`config.mk`:
```
export PLATFORM = sky130hd
export DESIGN_NAME = windowDecoder
export DESIGN_NICKNAME = d
export VERILOG_FILES = /design/src/regWinArchPkg.sv /design/src/regWinPortPkg.sv /design/src/windowDecoder.sv
export VERILOG_INCLUDE_DIRS = /design/src /design/src/src
export SDC_FILE = /design/constraint.sdc
export NUM_CORES = 1
export LEC_CHECK = 0
export BUFFER_PORTS_ARGS = -buffer_cell sky130_fd_sc_hd__buf_2
export CORE_AREA = 2 2 57 59
export DETAILED_ROUTE_END_ITERATION = 10
export DIE_AREA = 0 0 59 61
export MAX_ROUTING_LAYER = met4
export PLACE_DENSITY = 0.84
export SYNTH_ARGS = -nofsm -noshare
export SYNTH_HDL_FRONTEND = slang
export SYNTH_SLANG_ARGS = --single-unit
```
`constraint.sdc`:
```
create_clock -name vclk -period 2.7
set_input_delay 0.54 -clock vclk [all_inputs]
set_output_delay 0.54 -clock vclk [all_outputs]
set_load 0.005 [all_outputs]
```
`src/regWindowsCfg.svh`:
```
`ifndef REGWINDOWS_CFG_SVH
`define REGWINDOWS_CFG_SVH

// Width of one register
`define REGWIN_DATA_WIDTH 32

// Number of register windows
// Must stay a power of two so the window pointer wraps by itself
`define REGWIN_NUM_WINDOWS 4

// Registers per group (globals, outs, locals or ins)
`define REGWIN_GROUP_SIZE 8

// Logical registers seen from one window, r0 to r31
`define REGWIN_NUM_LOGICAL (4 * `REGWIN_GROUP_SIZE)

// Group codes in the top bits of a logical register number
`define REGWIN_GRP_GLOBAL 2'd0
`define REGWIN_GRP_OUT 2'd1
`define REGWIN_GRP_LOCAL 2'd2
`define REGWIN_GRP_IN 2'd3

// Physical layout is globals, then shared out/in groups, then locals
`define REGWIN_SHARED_BASE `REGWIN_GROUP_SIZE
`define REGWIN_LOCAL_BASE (`REGWIN_GROUP_SIZE * (1 + `REGWIN_NUM_WINDOWS))

// 72 physical registers in total
`define REGWIN_NUM_PHYS (`REGWIN_GROUP_SIZE * (1 + 2 * `REGWIN_NUM_WINDOWS))

`endif

```
`src/regWinArchPkg.sv`:
```
`default_nettype none

`include "regWindowsCfg.svh"

package regWinArchPkg;

        //**************************************************
        // Data
        //**************************************************

        // One register value
        typedef logic [`REGWIN_DATA_WIDTH-1:0] regData_t;

        //**************************************************
        // Logical view
        //**************************************************

        // Register number as software sees it
        typedef logic [$clog2(`REGWIN_NUM_LOGICAL)-1:0] logicalIdx_t;

        // Top bits of a logical number
        // Selects globals, outs, locals or ins
        typedef logic [$clog2(`REGWIN_NUM_LOGICAL / `REGWIN_GROUP_SIZE)-1:0] regGroup_t;

        // Position inside a group
        typedef logic [$clog2(`REGWIN_GROUP_SIZE)-1:0] grpOffset_t;

        // Current window pointer
        typedef logic [$clog2(`REGWIN_NUM_WINDOWS)-1:0] cwp_t;

        //**************************************************
        // Physical view
        //**************************************************

        // Index into the bank of 72 registers
        typedef logic [$clog2(`REGWIN_NUM_PHYS)-1:0] physIdx_t;

        // One bit per physical register
        typedef logic [`REGWIN_NUM_PHYS-1:0] physMask_t;

endpackage

`default_nettype wire

```
`src/regWinPortPkg.sv`:
```
`default_nettype none

package regWinPortPkg;

        //**************************************************
        // Write port
        //**************************************************

        // Single-cycle write strobe with target and payload
        typedef struct packed {
                logic wrEn;
                regWinArchPkg::logicalIdx_t wrSel;
                regWinArchPkg::regData_t wrData;
        } regWrite_t;

        //**************************************************
        // Read ports
        //**************************************************

        // Logical selects for ports A and B
        typedef struct packed {
                regWinArchPkg::logicalIdx_t selA;
                regWinArchPkg::logicalIdx_t selB;
        } regReadSel_t;

        // Combinational read results
        typedef struct packed {
                regWinArchPkg::regData_t dataA;
                regWinArchPkg::regData_t dataB;
        } regReadData_t;

endpackage

`default_nettype wire

```
`src/windowDecoder.sv`:
```
`timescale 1ns/1ns
`default_nettype none

`include "regWindowsCfg.svh"

module windowDecoder
(
        input wire regWinArchPkg::cwp_t cwp,
        input wire regWinArchPkg::logicalIdx_t wrSel,
        input wire regWinPortPkg::regReadSel_t rdSel,
        input wire clear,
        output regWinArchPkg::physIdx_t wrPhys,
        output regWinArchPkg::physIdx_t rdPhysA,
        output regWinArchPkg::physIdx_t rdPhysB,
        output regWinArchPkg::physMask_t clrMask
);

        //**************************************************
        // Logical to physical mapping
        //**************************************************

        // Same rule for the write select and both read selects
        function automatic regWinArchPkg::physIdx_t mapLogical
        (
                input regWinArchPkg::cwp_t win,
                input regWinArchPkg::logicalIdx_t sel
        );
                regWinArchPkg::regGroup_t grp;
                regWinArchPkg::grpOffset_t off;
                regWinArchPkg::cwp_t upWin;
                regWinArchPkg::physIdx_t phys;

                {grp, off} = sel;

                // Window above this one, window 3 wraps to 0
                upWin = win + 1'b1;

                case (grp)
                        `REGWIN_GRP_GLOBAL:
                                phys = regWinArchPkg::physIdx_t'(off);
                        `REGWIN_GRP_OUT:
                                phys = regWinArchPkg::physIdx_t'(`REGWIN_SHARED_BASE
                                        + `REGWIN_GROUP_SIZE * win + off);
                        `REGWIN_GRP_LOCAL:
                                phys = regWinArchPkg::physIdx_t'(`REGWIN_LOCAL_BASE
                                        + `REGWIN_GROUP_SIZE * win + off);
                        `REGWIN_GRP_IN:
                                // Ins are the outs of the next window up
                                phys = regWinArchPkg::physIdx_t'(`REGWIN_SHARED_BASE
                                        + `REGWIN_GROUP_SIZE * upWin + off);
                endcase

                return phys;
        endfunction

        assign wrPhys = mapLogical(cwp, wrSel);
        assign rdPhysA = mapLogical(cwp, rdSel.selA);
        assign rdPhysB = mapLogical(cwp, rdSel.selB);

        //**************************************************
        // Clear mask
        //**************************************************

        // Every register visible in the current window
        // Globals plus this window's outs, locals and ins
        always_comb
        begin
                clrMask = '0;
                if (clear)
                begin
                        for (int r = 0; r < `REGWIN_NUM_LOGICAL; r++)
                        begin
                                clrMask[mapLogical(cwp, regWinArchPkg::logicalIdx_t'(r))] = 1'b1;
                        end
                end
        end

        //**************************************************
        // Checks
        //**************************************************

        // Decoded indices stay inside the bank
        idxInRange: assert final ($isunknown({cwp, wrSel, rdSel})
                || (wrPhys < `REGWIN_NUM_PHYS
                && rdPhysA < `REGWIN_NUM_PHYS
                && rdPhysB < `REGWIN_NUM_PHYS))
                else $error("windowDecoder: physical index out of range");

        // No two logical registers of one window share a physical one
        clrMaskCount: assert final ($isunknown({clear, cwp}) || !clear
                || $countones(clrMask) == `REGWIN_NUM_LOGICAL)
                else $error("windowDecoder: clear mask has %0d bits set",
                        $countones(clrMask));

endmodule

`default_nettype wire

```
* Word level (Yosys, flattened, before mapping)
Index checks and enable logic that the tools add are counted.
** Operators by class
- Div/mod/pow operators :: 0
- Add/subtract/negate cells :: 34
- Shifts and indexed selects :: 0
- $mul :: 0
- Bitwise gates (word level) :: 31
- Mux-type cells :: 100
- Reduce and logical (&&, ||, !) cells :: 35
- Eq/ne operators :: 9
- Magnitude comparators :: 64
** Operator list (number)
- OR 72 bit :: 31
- < comparator 7 x 8 -> 1 bit, second input constant :: 32
- demux 1 bit (select 7 bit) :: 32
- >= comparator 7 x 1 -> 1 bit, second input constant :: 32
- two-way mux 7 bit :: 32
- one-hot mux 7 bit (4 select lines) :: 3
- two-way mux 72 bit :: 1
- adder 7 x 3 -> 7 bit :: 9
- adder 7 x 3 -> 7 bit, second input constant :: 7
- adder 6 x 3 -> 7 bit, second input constant :: 5
- logical AND 1 bit :: 32
- two-way mux 1 bit :: 32
- adder 7 x 2 -> 7 bit, second input constant :: 4
- adder 6 x 2 -> 7 bit, second input constant :: 2
- adder 7 x 1 -> 7 bit, second input constant :: 2
- adder 4 x 5 -> 6 bit, first input constant :: 2
- == test 2 bit, second input constant :: 6
- adder 6 x 1 -> 7 bit, second input constant :: 1
- adder 6 x 5 -> 7 bit, first input constant :: 1
- == test 2 x 1 -> 1 bit, second input constant :: 3
- zero test 2 bit :: 3
- adder 2 x 1 -> 2 bit, second input constant :: 1
** Storage, ports and cells
- Word-level logic and storage cells :: 273
- Latch bits :: 0
- Bits in writable memories :: 0
- Memories :: 0
- Bits in registers :: 0
- Output and inout port bits :: 93
- Memory bits (read-only) :: 0

* Logic depth before layout (Yosys ltp)
Gate-level depths: netlist (run 1).
- Depth after elaboration :: 37
- Mapped depth :: 7
- Depth with buffers taken out :: 4

* Worst setup path before layout (run 1)
Ideal clock, no wire load.
- Path kind :: input -> output
- Start point :: input cwp[0]
- End point :: output clrMask[17]
- Slack :: 0.340 ns
- Stages on the path :: 7
- Required time :: 2.160 ns
- Arrival :: 1.820 ns
- Cells stage by stage :: buf_6 > inv_1 > ha_1 > buf_2 > xor2_1 > nor2_1 > buf_4
** Between the ends
- Cells in the longest elaborated chain, start to end :: 31
- Elaborated cells between the ends (all ways) :: 194
- Classes of those cells :: add/sub: 25; order compare: 48; mux: 73; bitwise: 24; reduce/logical: 24
** RTL lines
- start, declared :: line windowDecoder.sv:8 : input wire regWinArchPkg::cwp_t cwp,
- adder 4 x 5 -> 6 bit (no source line)
- adder 7 x 1 -> 7 bit (no source line) or two-way mux 7 bit (tied branches)
- two-way mux 7 bit, or another cell as far along :: line windowDecoder.sv:69 : if (clear)
- < comparator 7 x 8 -> 1 bit (not written as such), or another cell as far along :: line windowDecoder.sv:73 : clrMask[mapLogical(cwp, regWinArchPkg::logicalIdx_t'(r))] = 1'b1;
- logical AND 1 bit (not written as such) or two-way mux 1 bit (tied branches) :: line windowDecoder.sv:73
- two-way mux 1 bit (not written as such) or demux 1 bit (select 7 bit) (tied branches) :: line windowDecoder.sv:73
- demux 1 bit (select 7 bit) or OR 72 bit (tied branches)
- OR 72 bit (no source line) (22 in series)
- OR 72 bit (no source line) *
- two-way mux 72 bit * :: line windowDecoder.sv:69
- end, declared :: line windowDecoder.sv:15 : output regWinArchPkg::physMask_t clrMask
Mark *: on every way between the ends. The rest lies on a longest branch, timed or not. The select of a mux whose other input is x is not followed.

* Worst setup path after layout (run 1)
- Start point :: input cwp[0]
- End point :: output wrPhys[4]
** Between the ends
- Cells in the longest elaborated chain, start to end :: 4
- Elaborated cells between the ends (all ways) :: 8
- Classes of those cells :: add/sub: 7; mux: 1
** RTL lines
- adder 2 x 1 -> 2 bit :: line windowDecoder.sv:36 : upWin = win + 1'b1;
- adder 4 x 5 -> 6 bit (no source line)
- adder 7 x 3 -> 7 bit (no source line)
- one-hot mux 7 bit (4 select lines) * :: line windowDecoder.sv:38 : case (grp)
- end, declared :: line windowDecoder.sv:12 : output regWinArchPkg::physIdx_t wrPhys,
Mark *: on every way between the ends. The rest lies on a longest branch, timed or not.

==> impl_metrics.toml, run 1 <==
[placement]
portBuffers = 93
detailedPlace.worstSlack_ns = 0.249
dpl.cell_count = 177
detailed_place.area_um2 = 903
routabilityCongestion = 0.677
dp.final_hpwl_um = 1530

[sta]
tightest_pin_transition_ns = 0.374
timing.final.setup_violations = 0
period_needed_ns = 2.43
final.period_utilization_pct = 90.2
setup_tns_ns = 0
max-slew-margin-rel_pct = 75.0
unrepaired_setup_endpoints_after_global_routing = "false"
final_max_slew_viol_count = 0
max_freq_mhz = 411
hold_viol_final = 0
setup_slack_ns = 0.266

[synth]
synth_cells = 127
post_synthesis_sequential_area_ratio_pct = 0
netlist.area_leader.share_pct = 57.0
avgSynthCellArea_um2 = 7.57
syn_nets = 149
ys_top_cells_by_count = "buf_4 (73), and2_1 (5), and3b_1 (5)"
synth.most_common_cell = "buf_4"
leading_cell_types_by_total_area_after_synthesis = "buf_4 (57%), ha_1 (5.2%), and3b_1 (4.6%), mux2i_1 (4.2%), and4bb_1 (3.9%)"
yosysUniqueCellTypes = 22
yosysTopAreaCell = "buf_4"
post_synthesis_instance_area_um2 = 961
synthesis.yosys.warnings = 0

[power]
pwr_density_cell_nw_per_um2 = 187
max-vdd-ir-drop_mv = 0.0539
cellInternalPower_mw = 0.0851
netSwitchingPower_mw = 0.0836
sw_frac_of_total_pct = 49.5
power.clock.fraction_pct = 0
leakagePower_nw = 0.643
comb_power_share_pct = 100.0
seq_power_share_pct = 0

[finish]
final_cells = 177
diodes = 0
clk_buf = 0
final_net_count = 168
n_sequential_cell = 0
finish.instance_area_um2 = 903
post_route_cells_drive_above_1_share_pct = 68.1
layout-area-overhead-vs-synth_pct = -5.99
filler_instances = 336
layout.area.seq_um2 = 0

[worst_setup_path]
critical_path_buf_inv_count = 3
critical-path-top-delay-family = "adder cells"
critical_path.startpoint = "cwp[0]"
cp.arrival_ns = 1.89
cp_data_required_time_ns = 2.16
worst_path_largest_cell_delay_ns = 0.43
crit_chain = "buf_2, inv_1, ha_1, and3b_1, a311o_1, buf_2"
critical_path.max_fanout = 12
slowest_stage = "ha_1"
path_common_cell = "buf_2"
setup.worst_path.class = "primary input to primary output"
crit_path_start_kind = "primary input"
critPathCaptureType = "primary output"

[global_routing]
tot_gr_track_use_pct = 8.64
groute.layer.met1.usage_pct = 11.5
use_met3_pct = 0.640
grt.busiest_layer = "met2"
number_of_antenna_violations_at_the_first_check_in_global_routing = 0
globalRouteMet2Util_pct = 15.2
globalRoute.totalOverflow = 0
first_global_vias = 512
grt_first_pass_wirelength_um = 2420
pin_count_of_the_biggest_net_entering_global_routing = 15

[cts]
cts_post_setup_buffers_inserted = 0
postCtsHoldBufs = 0
cts_repair_resize_count = 0

[detailed_routing]
drt_iter0_drc = 8
remaining_drc_errors = 0
wirelength_per_cell_um = 10.4
wl_um = 1840
route.antenna.remaining_nets = 0
drt_first_pass_iters = 4
via_count = 720
via_per_inst = 4.07

[min_path]
worstHoldStart = "rdSel[5]"
holdCritPathClass = "primary input to primary output"

[die]
placementRows = 20
floorplan.die_area_um2 = 3600
die_h_um = 61
die_width_um = 59
design.core.area_um2 = 2950
top_level_ports = 111
initial_core_utilization_pct = 32.5

[run_status]
outcome = "finished, final reports clean"

[flow_run]
max_capacitance_violation_total = 0
[logic make-up (layout without fill, tap and decap cells)]
logic type,Yosys count,after routing,synth area share (%)
adder cells (fa/ha/maj),4,4,5.21
buffers and inverters,82,99,61.8
AO/OA/AOI/OAI,8,8,5.86
XOR/XNOR,4,4,3.65
multiplexers,6,6,6.51
AND/OR/NAND/NOR,23,23,16.9
[cell usage in the layout (no fill, tap or decap), types with 3 or more instances in the layout]
cell type / count
inv_1: 4
ha_1: 4
and4bb_1: 3
nor2_1: 4
a311o_1: 3
and2_1: 5
mux2i_1: 4
buf_2: 93
and3b_1: 5
[power groups by stage]
stage	Sequential (mW)	Clock, mW	Combinational, mW
after floorplan	0	0	0.167
after global placement	0	0	0.169
after detailed placement	0	0	0.172
after CTS	0	0	0.173
after global routing	0	0	0.192
final	0	0	0.169
[worst paths after layout]
kind,to,slack (ns),cells after the start
hold / removal,rdPhysA[0],1.08,0
setup / recovery,wrPhys[4],0.27,6
[layout make-up]
type | instances | area [um2] | share of cell area (%)
multi-input combinational | 45 | 367 | 40.6
timing repair buffer | 95 | 480 | 53.2
tap | 33 | 41.3 | 4.57
inverter | 4 | 15.0 | 1.66
[metal layers]
metal | routed length [um] | vias up
met1 | 761 | 304
met4 | 1 | 0
met5 | 0 | -
li1 | - | 369
met2 | 899 | 45
met3 | 180 | 2
[stage by stage]
| stage | util (%) | hold slack [ns] | power (mW) |
|---|---|---|---|
| after global placement | 30.6 | 1.08 | 0.169 |
| after floorplan | - | 1.14 | 0.167 |
| after global routing | 30.6 | 1.08 | 0.192 |
| after CTS | 30.6 | 1.08 | 0.173 |
| after detailed placement | 30.6 | 1.08 | 0.172 |
| final | 30.6 | 1.08 | 0.169 |
Note: power is estimated with default switching activity, not from simulation.
==> inputs of run 2 (changes only) <==
--- a/config.mk
+++ b/config.mk
@@ -7,11 +7,12 @@
 export NUM_CORES = 1
 export LEC_CHECK = 0
 export BUFFER_PORTS_ARGS = -buffer_cell sky130_fd_sc_hd__buf_2
-export CORE_AREA = 2 2 57 59
+export CORE_AREA = 2 2 58 60
 export DETAILED_ROUTE_END_ITERATION = 10
-export DIE_AREA = 0 0 59 61
+export DIE_AREA = 0 0 60 62
 export MAX_ROUTING_LAYER = met4
-export PLACE_DENSITY = 0.84
+export PLACE_DENSITY = 0.85
+export REMOVE_ABC_BUFFERS = 1
 export SYNTH_ARGS = -nofsm -noshare
 export SYNTH_HDL_FRONTEND = slang
 export SYNTH_SLANG_ARGS = --single-unit
==> constraint.sdc (replaced) <==
create_clock -name vclk -period 2.2
set_input_delay 0.44 -clock vclk [all_inputs]
set_output_delay 0.44 -clock vclk [all_outputs]
set_load 0.005 [all_outputs]
==> run 2 against run 1 <==
Net effect: cell count grew 8.5%; worst hold slack lost 0.20 ns; worst setup slack lost 0.15 ns; wire length grew 14%; critical endpoint unchanged; largest cell class unchanged; highest routed layer is now met3.
==> impl_metrics.toml, run 2 (same netlist as run 1, synthesis figures left out) <==
[run_status]
outcome = "finished, final reports clean"

[sta]
unrepaired_setup_endpoints_after_global_routing = "false"
whs_ns = 0.880
max-slew-margin-rel_pct = 74.5
final_max_slew_viol_count = 0
final.period_utilization_pct = 94.9
timing.final.setup_violations = 0
period_needed_ns = 2.09
setup_tns_ns = 0
tightest_pin_transition_ns = 0.381
hold_viol_final = 0
max_freq_mhz = 479

[finish]
finish.instance_area_um2 = 943
mostFrequentLayoutCells = "buf_2 (93), and3b_1 (5)"
post_route_cells_drive_above_1_share_pct = 71.2
n_sequential_cell = 0
diodes = 0
layout.area.seq_um2 = 0
final_net_count = 170
layout.cells.most_common = "buf_2"
layout-area-overhead-vs-synth_pct = -1.82
filler_instances = 352
clk_buf = 0

[worst_setup_path]
worst_path_largest_cell_delay_ns = 0.43
critical_path.max_fanout = 11
setup.worst_path.class = "primary input to primary output"
crit_chain = "buf_2, inv_1, ha_2, and4bb_1, a311o_1, buf_2"
cp.arrival_ns = 1.65
crit_path_start_kind = "primary input"
path_common_cell = "buf_2"
slowest_stage = "ha_2"
critPathCaptureType = "primary output"
cp_data_required_time_ns = 1.76

[detailed_routing]
drt_iter0_drc = 2
remaining_drc_errors = 0
via_count = 756
wl_um = 2100
via_per_inst = 3.94
wirelength_per_cell_um = 10.9
drt_first_pass_iters = 4
route.antenna.remaining_nets = 0

[cts]
postCtsHoldBufs = 0
cts_post_setup_buffers_inserted = 0
cts_repair_resize_count = 0

[placement]
dp.final_hpwl_um = 1800
portBuffers = 93
detailed_place.area_um2 = 935
routabilityCongestion = 0.676

[power]
leakagePower_nw = 0.650
pwr_density_cell_nw_per_um2 = 229
max-vdd-ir-drop_mv = 0.128

[global_routing]
pin_count_of_the_biggest_net_entering_global_routing = 15
tot_gr_track_use_pct = 10.3
grt_first_pass_wirelength_um = 2930
globalRoute.totalOverflow = 0
number_of_antenna_violations_at_the_first_check_in_global_routing = 0
first_global_vias = 596

[die]
design.core.area_um2 = 3180
die_width_um = 60
top_level_ports = 111
floorplan.die_area_um2 = 3720
placementRows = 21
initial_core_utilization_pct = 30.2
die_h_um = 62

[min_path]
holdCritPathClass = "primary input to primary output"

[flow_run]
max_capacitance_violation_total = 0
-- run 2: cell types whose count changed in the layout (fill, tap and decap cells not counted), sizes merged --
cell,before,now
buf,95,97
-- run 2: cell type report --
class | count | area (um2) | share of cell area (%)
repair buffers | 97 | 495 | 52.5
multi-input cells | 45 | 375 | 39.8
inverters | 4 | 15.0 | 1.59
well taps | 46 | 57.6 | 6.10
-- run 2: report_power, final --
| part | internal, mW | switching, mW | total [mW] |
|---|---|---|---|
| Combinational | 0.110 | 0.106 | 0.216 |
| Clock | 0 | 0 | 0 |
| Sequential | 0 | 0 | 0 |
-- run 2: through the flow --
step	power, mW	cells	worst slack [ns]	util [%]
after floorplan	0.0832	49	0.169	-
after global placement	0.213	192	0.0686	29.4
after detailed placement	0.217	192	0.0166	29.4
after CTS	0.217	192	0.00683	29.4
after global routing	0.240	192	0.00123	29.7
final	0.216	192	0.112	29.7
-- run 2: path summary, 6_finish.rpt --
| check | startpoint | to | cells after the start |
|---|---|---|---|
| worst max-delay path | cwp[1] | wrPhys[4] | 6 |
| worst min-delay path | rdSel[5] | rdPhysA[0] | 0 |
-- run 2: per-layer routing --
layer / up-vias / wire (um) / track usage, % / share of wire, %
met4: 0 / 0 / 0 / 0
met2: 58 / 912 / 16.0 / 43
met1: 326 / 781 / 11.9 / 37
met3: 0 / 405 / 6.83 / 19
met5: - / 0 / - / 0
li1: 372 / - / - / -
-- run 2: worst max-delay path: cells and delay by family --
family | cells | cell delay [ns]
adder cells (fa/ha/maj) | 1 | 0.43
buffers and inverters | 3 | 0.29
AO/OA/AOI/OAI | 1 | 0.27
AND/OR/NAND/NOR | 1 | 0.21
==> inputs of run 3 (changes only) <==
==> constraint.sdc (replaced) <==
create_clock -name vclk -period 2.2
set_input_delay 0.11 -clock vclk [all_inputs]
set_output_delay 0.11 -clock vclk [all_outputs]
set_load 0.005 [all_outputs]
==> run 3 against run 2 <==
Net effect: count of clock-buffer cells in the layout unchanged; cell count is 2.1% lower; maximum frequency rose by 23%; utilization shrank 1.2 points; highest routed layer unchanged; worst hold slack worse by 0.66 ns; die area did not move; sequential cell count did not move; largest cell class unchanged; largest power group unchanged; combinational power down 4%.
==> impl_metrics.toml, run 3 (same netlist as run 1, synthesis figures left out) <==
[run_status]
outcome = "finished, final reports clean"

[die]
design.core.area_um2 = 3180
initial_core_utilization_pct = 30.2
top_level_ports = 111
placementRows = 21
floorplan.die_area_um2 = 3720
die_h_um = 62
die_width_um = 60

[cts]
postCtsHoldBufs = 0
cts_repair_resize_count = 0
cts_post_setup_buffers_inserted = 0

[sta]
final_max_slew_viol_count = 0
whs_ns = 0.220
timing.final.setup_violations = 0
period_needed_ns = 1.69
hold_viol_final = 0
tightest_pin_transition_ns = 0.407
setup_tns_ns = 0
unrepaired_setup_endpoints_after_global_routing = "false"
max-slew-margin-rel_pct = 72.9
max_freq_mhz = 591
final.period_utilization_pct = 76.9

[detailed_routing]
remaining_drc_errors = 0
via_per_inst = 3.97
drt_first_pass_iters = 2
wirelength_per_cell_um = 11.3
drt_iter0_drc = 6
via_count = 746
wl_um = 2130
route.antenna.remaining_nets = 0

[placement]
detailed_place.area_um2 = 905
routabilityCongestion = 0.674
portBuffers = 93
dp.final_hpwl_um = 1790

[global_routing]
tot_gr_track_use_pct = 10.4
first_global_vias = 554
pin_count_of_the_biggest_net_entering_global_routing = 16
grt_first_pass_wirelength_um = 2900
number_of_antenna_violations_at_the_first_check_in_global_routing = 0
globalRoute.totalOverflow = 0

[finish]
layout.cells.most_common = "buf_2"
n_sequential_cell = 0
filler_instances = 367
clk_buf = 0
post_route_cells_drive_above_1_share_pct = 67.6
final_net_count = 166
mostFrequentLayoutCells = "buf_2 (93), and3b_1 (5), and2_1 (5)"
layout-area-overhead-vs-synth_pct = -5.86
layout.area.seq_um2 = 0
finish.instance_area_um2 = 905
diodes = 0

[min_path]
holdCritPathClass = "primary input to primary output"

[power]
leakagePower_nw = 0.633
power.total_mw = 0.207
pwr_density_cell_nw_per_um2 = 229
max-vdd-ir-drop_mv = 0.117

[worst_setup_path]
cp.arrival_ns = 1.58
cp_data_required_time_ns = 2.09
critPathCaptureType = "primary output"
setup.worst_path.class = "primary input to primary output"
critical_path.max_fanout = 15
crit_path_start_kind = "primary input"

[flow_run]
max_capacitance_violation_total = 0
-- run 3: cell types whose count changed in the layout (fill, tap and decap cells not counted), sizes merged --
cell and change:
buf -4
-- run 3: per-layer routing --
| layer | wire, um | vias to the layer above | GRT usage (%) |
|---|---|---|---|
| li1 | - | 368 | - |
| met1 | 862 | 320 | 12.6 |
| met2 | 897 | 58 | 15.8 |
| met3 | 368 | 0 | 6.21 |
| met4 | 0 | 0 | 0 |
| met5 | 0 | - | - |
-- run 3: stage by stage --
stage               setup slack (ns)  cells  utilization, %
finish                         0.508    188            28.5
CTS                            0.479    188            28.5
global placement               0.563    188            28.5
floorplan                      0.829     49               -
global route                   0.291    188            28.5
detailed placement             0.477    188            28.5
-- run 3: worst paths after layout --
path                     start           to  slack (ns)  cells past startpoint
worst max-delay path    cwp[0]  clrMask[17]        0.51                      6
worst min-delay path  rdSel[5]   rdPhysA[0]        0.22                      0
-- run 3: final cells by class --
class | instances | area (um2) | area share, %
tap | 46 | 57.6 | 6.36
multi-input combinational | 45 | 367 | 40.5
timing repair buffer | 93 | 465 | 51.5
inverter | 4 | 15.0 | 1.66
-- run 3: critical path, cell delays in order --
cell    delay, ns
buf_2        0.23
inv_1        0.10
ha_1         0.44
xor2_1       0.22
nor2_1       0.30
buf_2        0.19
-- run 3: power by group --
part / internal, mW / switching [mW]
clock: 0 / 0
combinational: 0.102 / 0.105
sequential: 0 / 0
total: 0.102 / 0.105
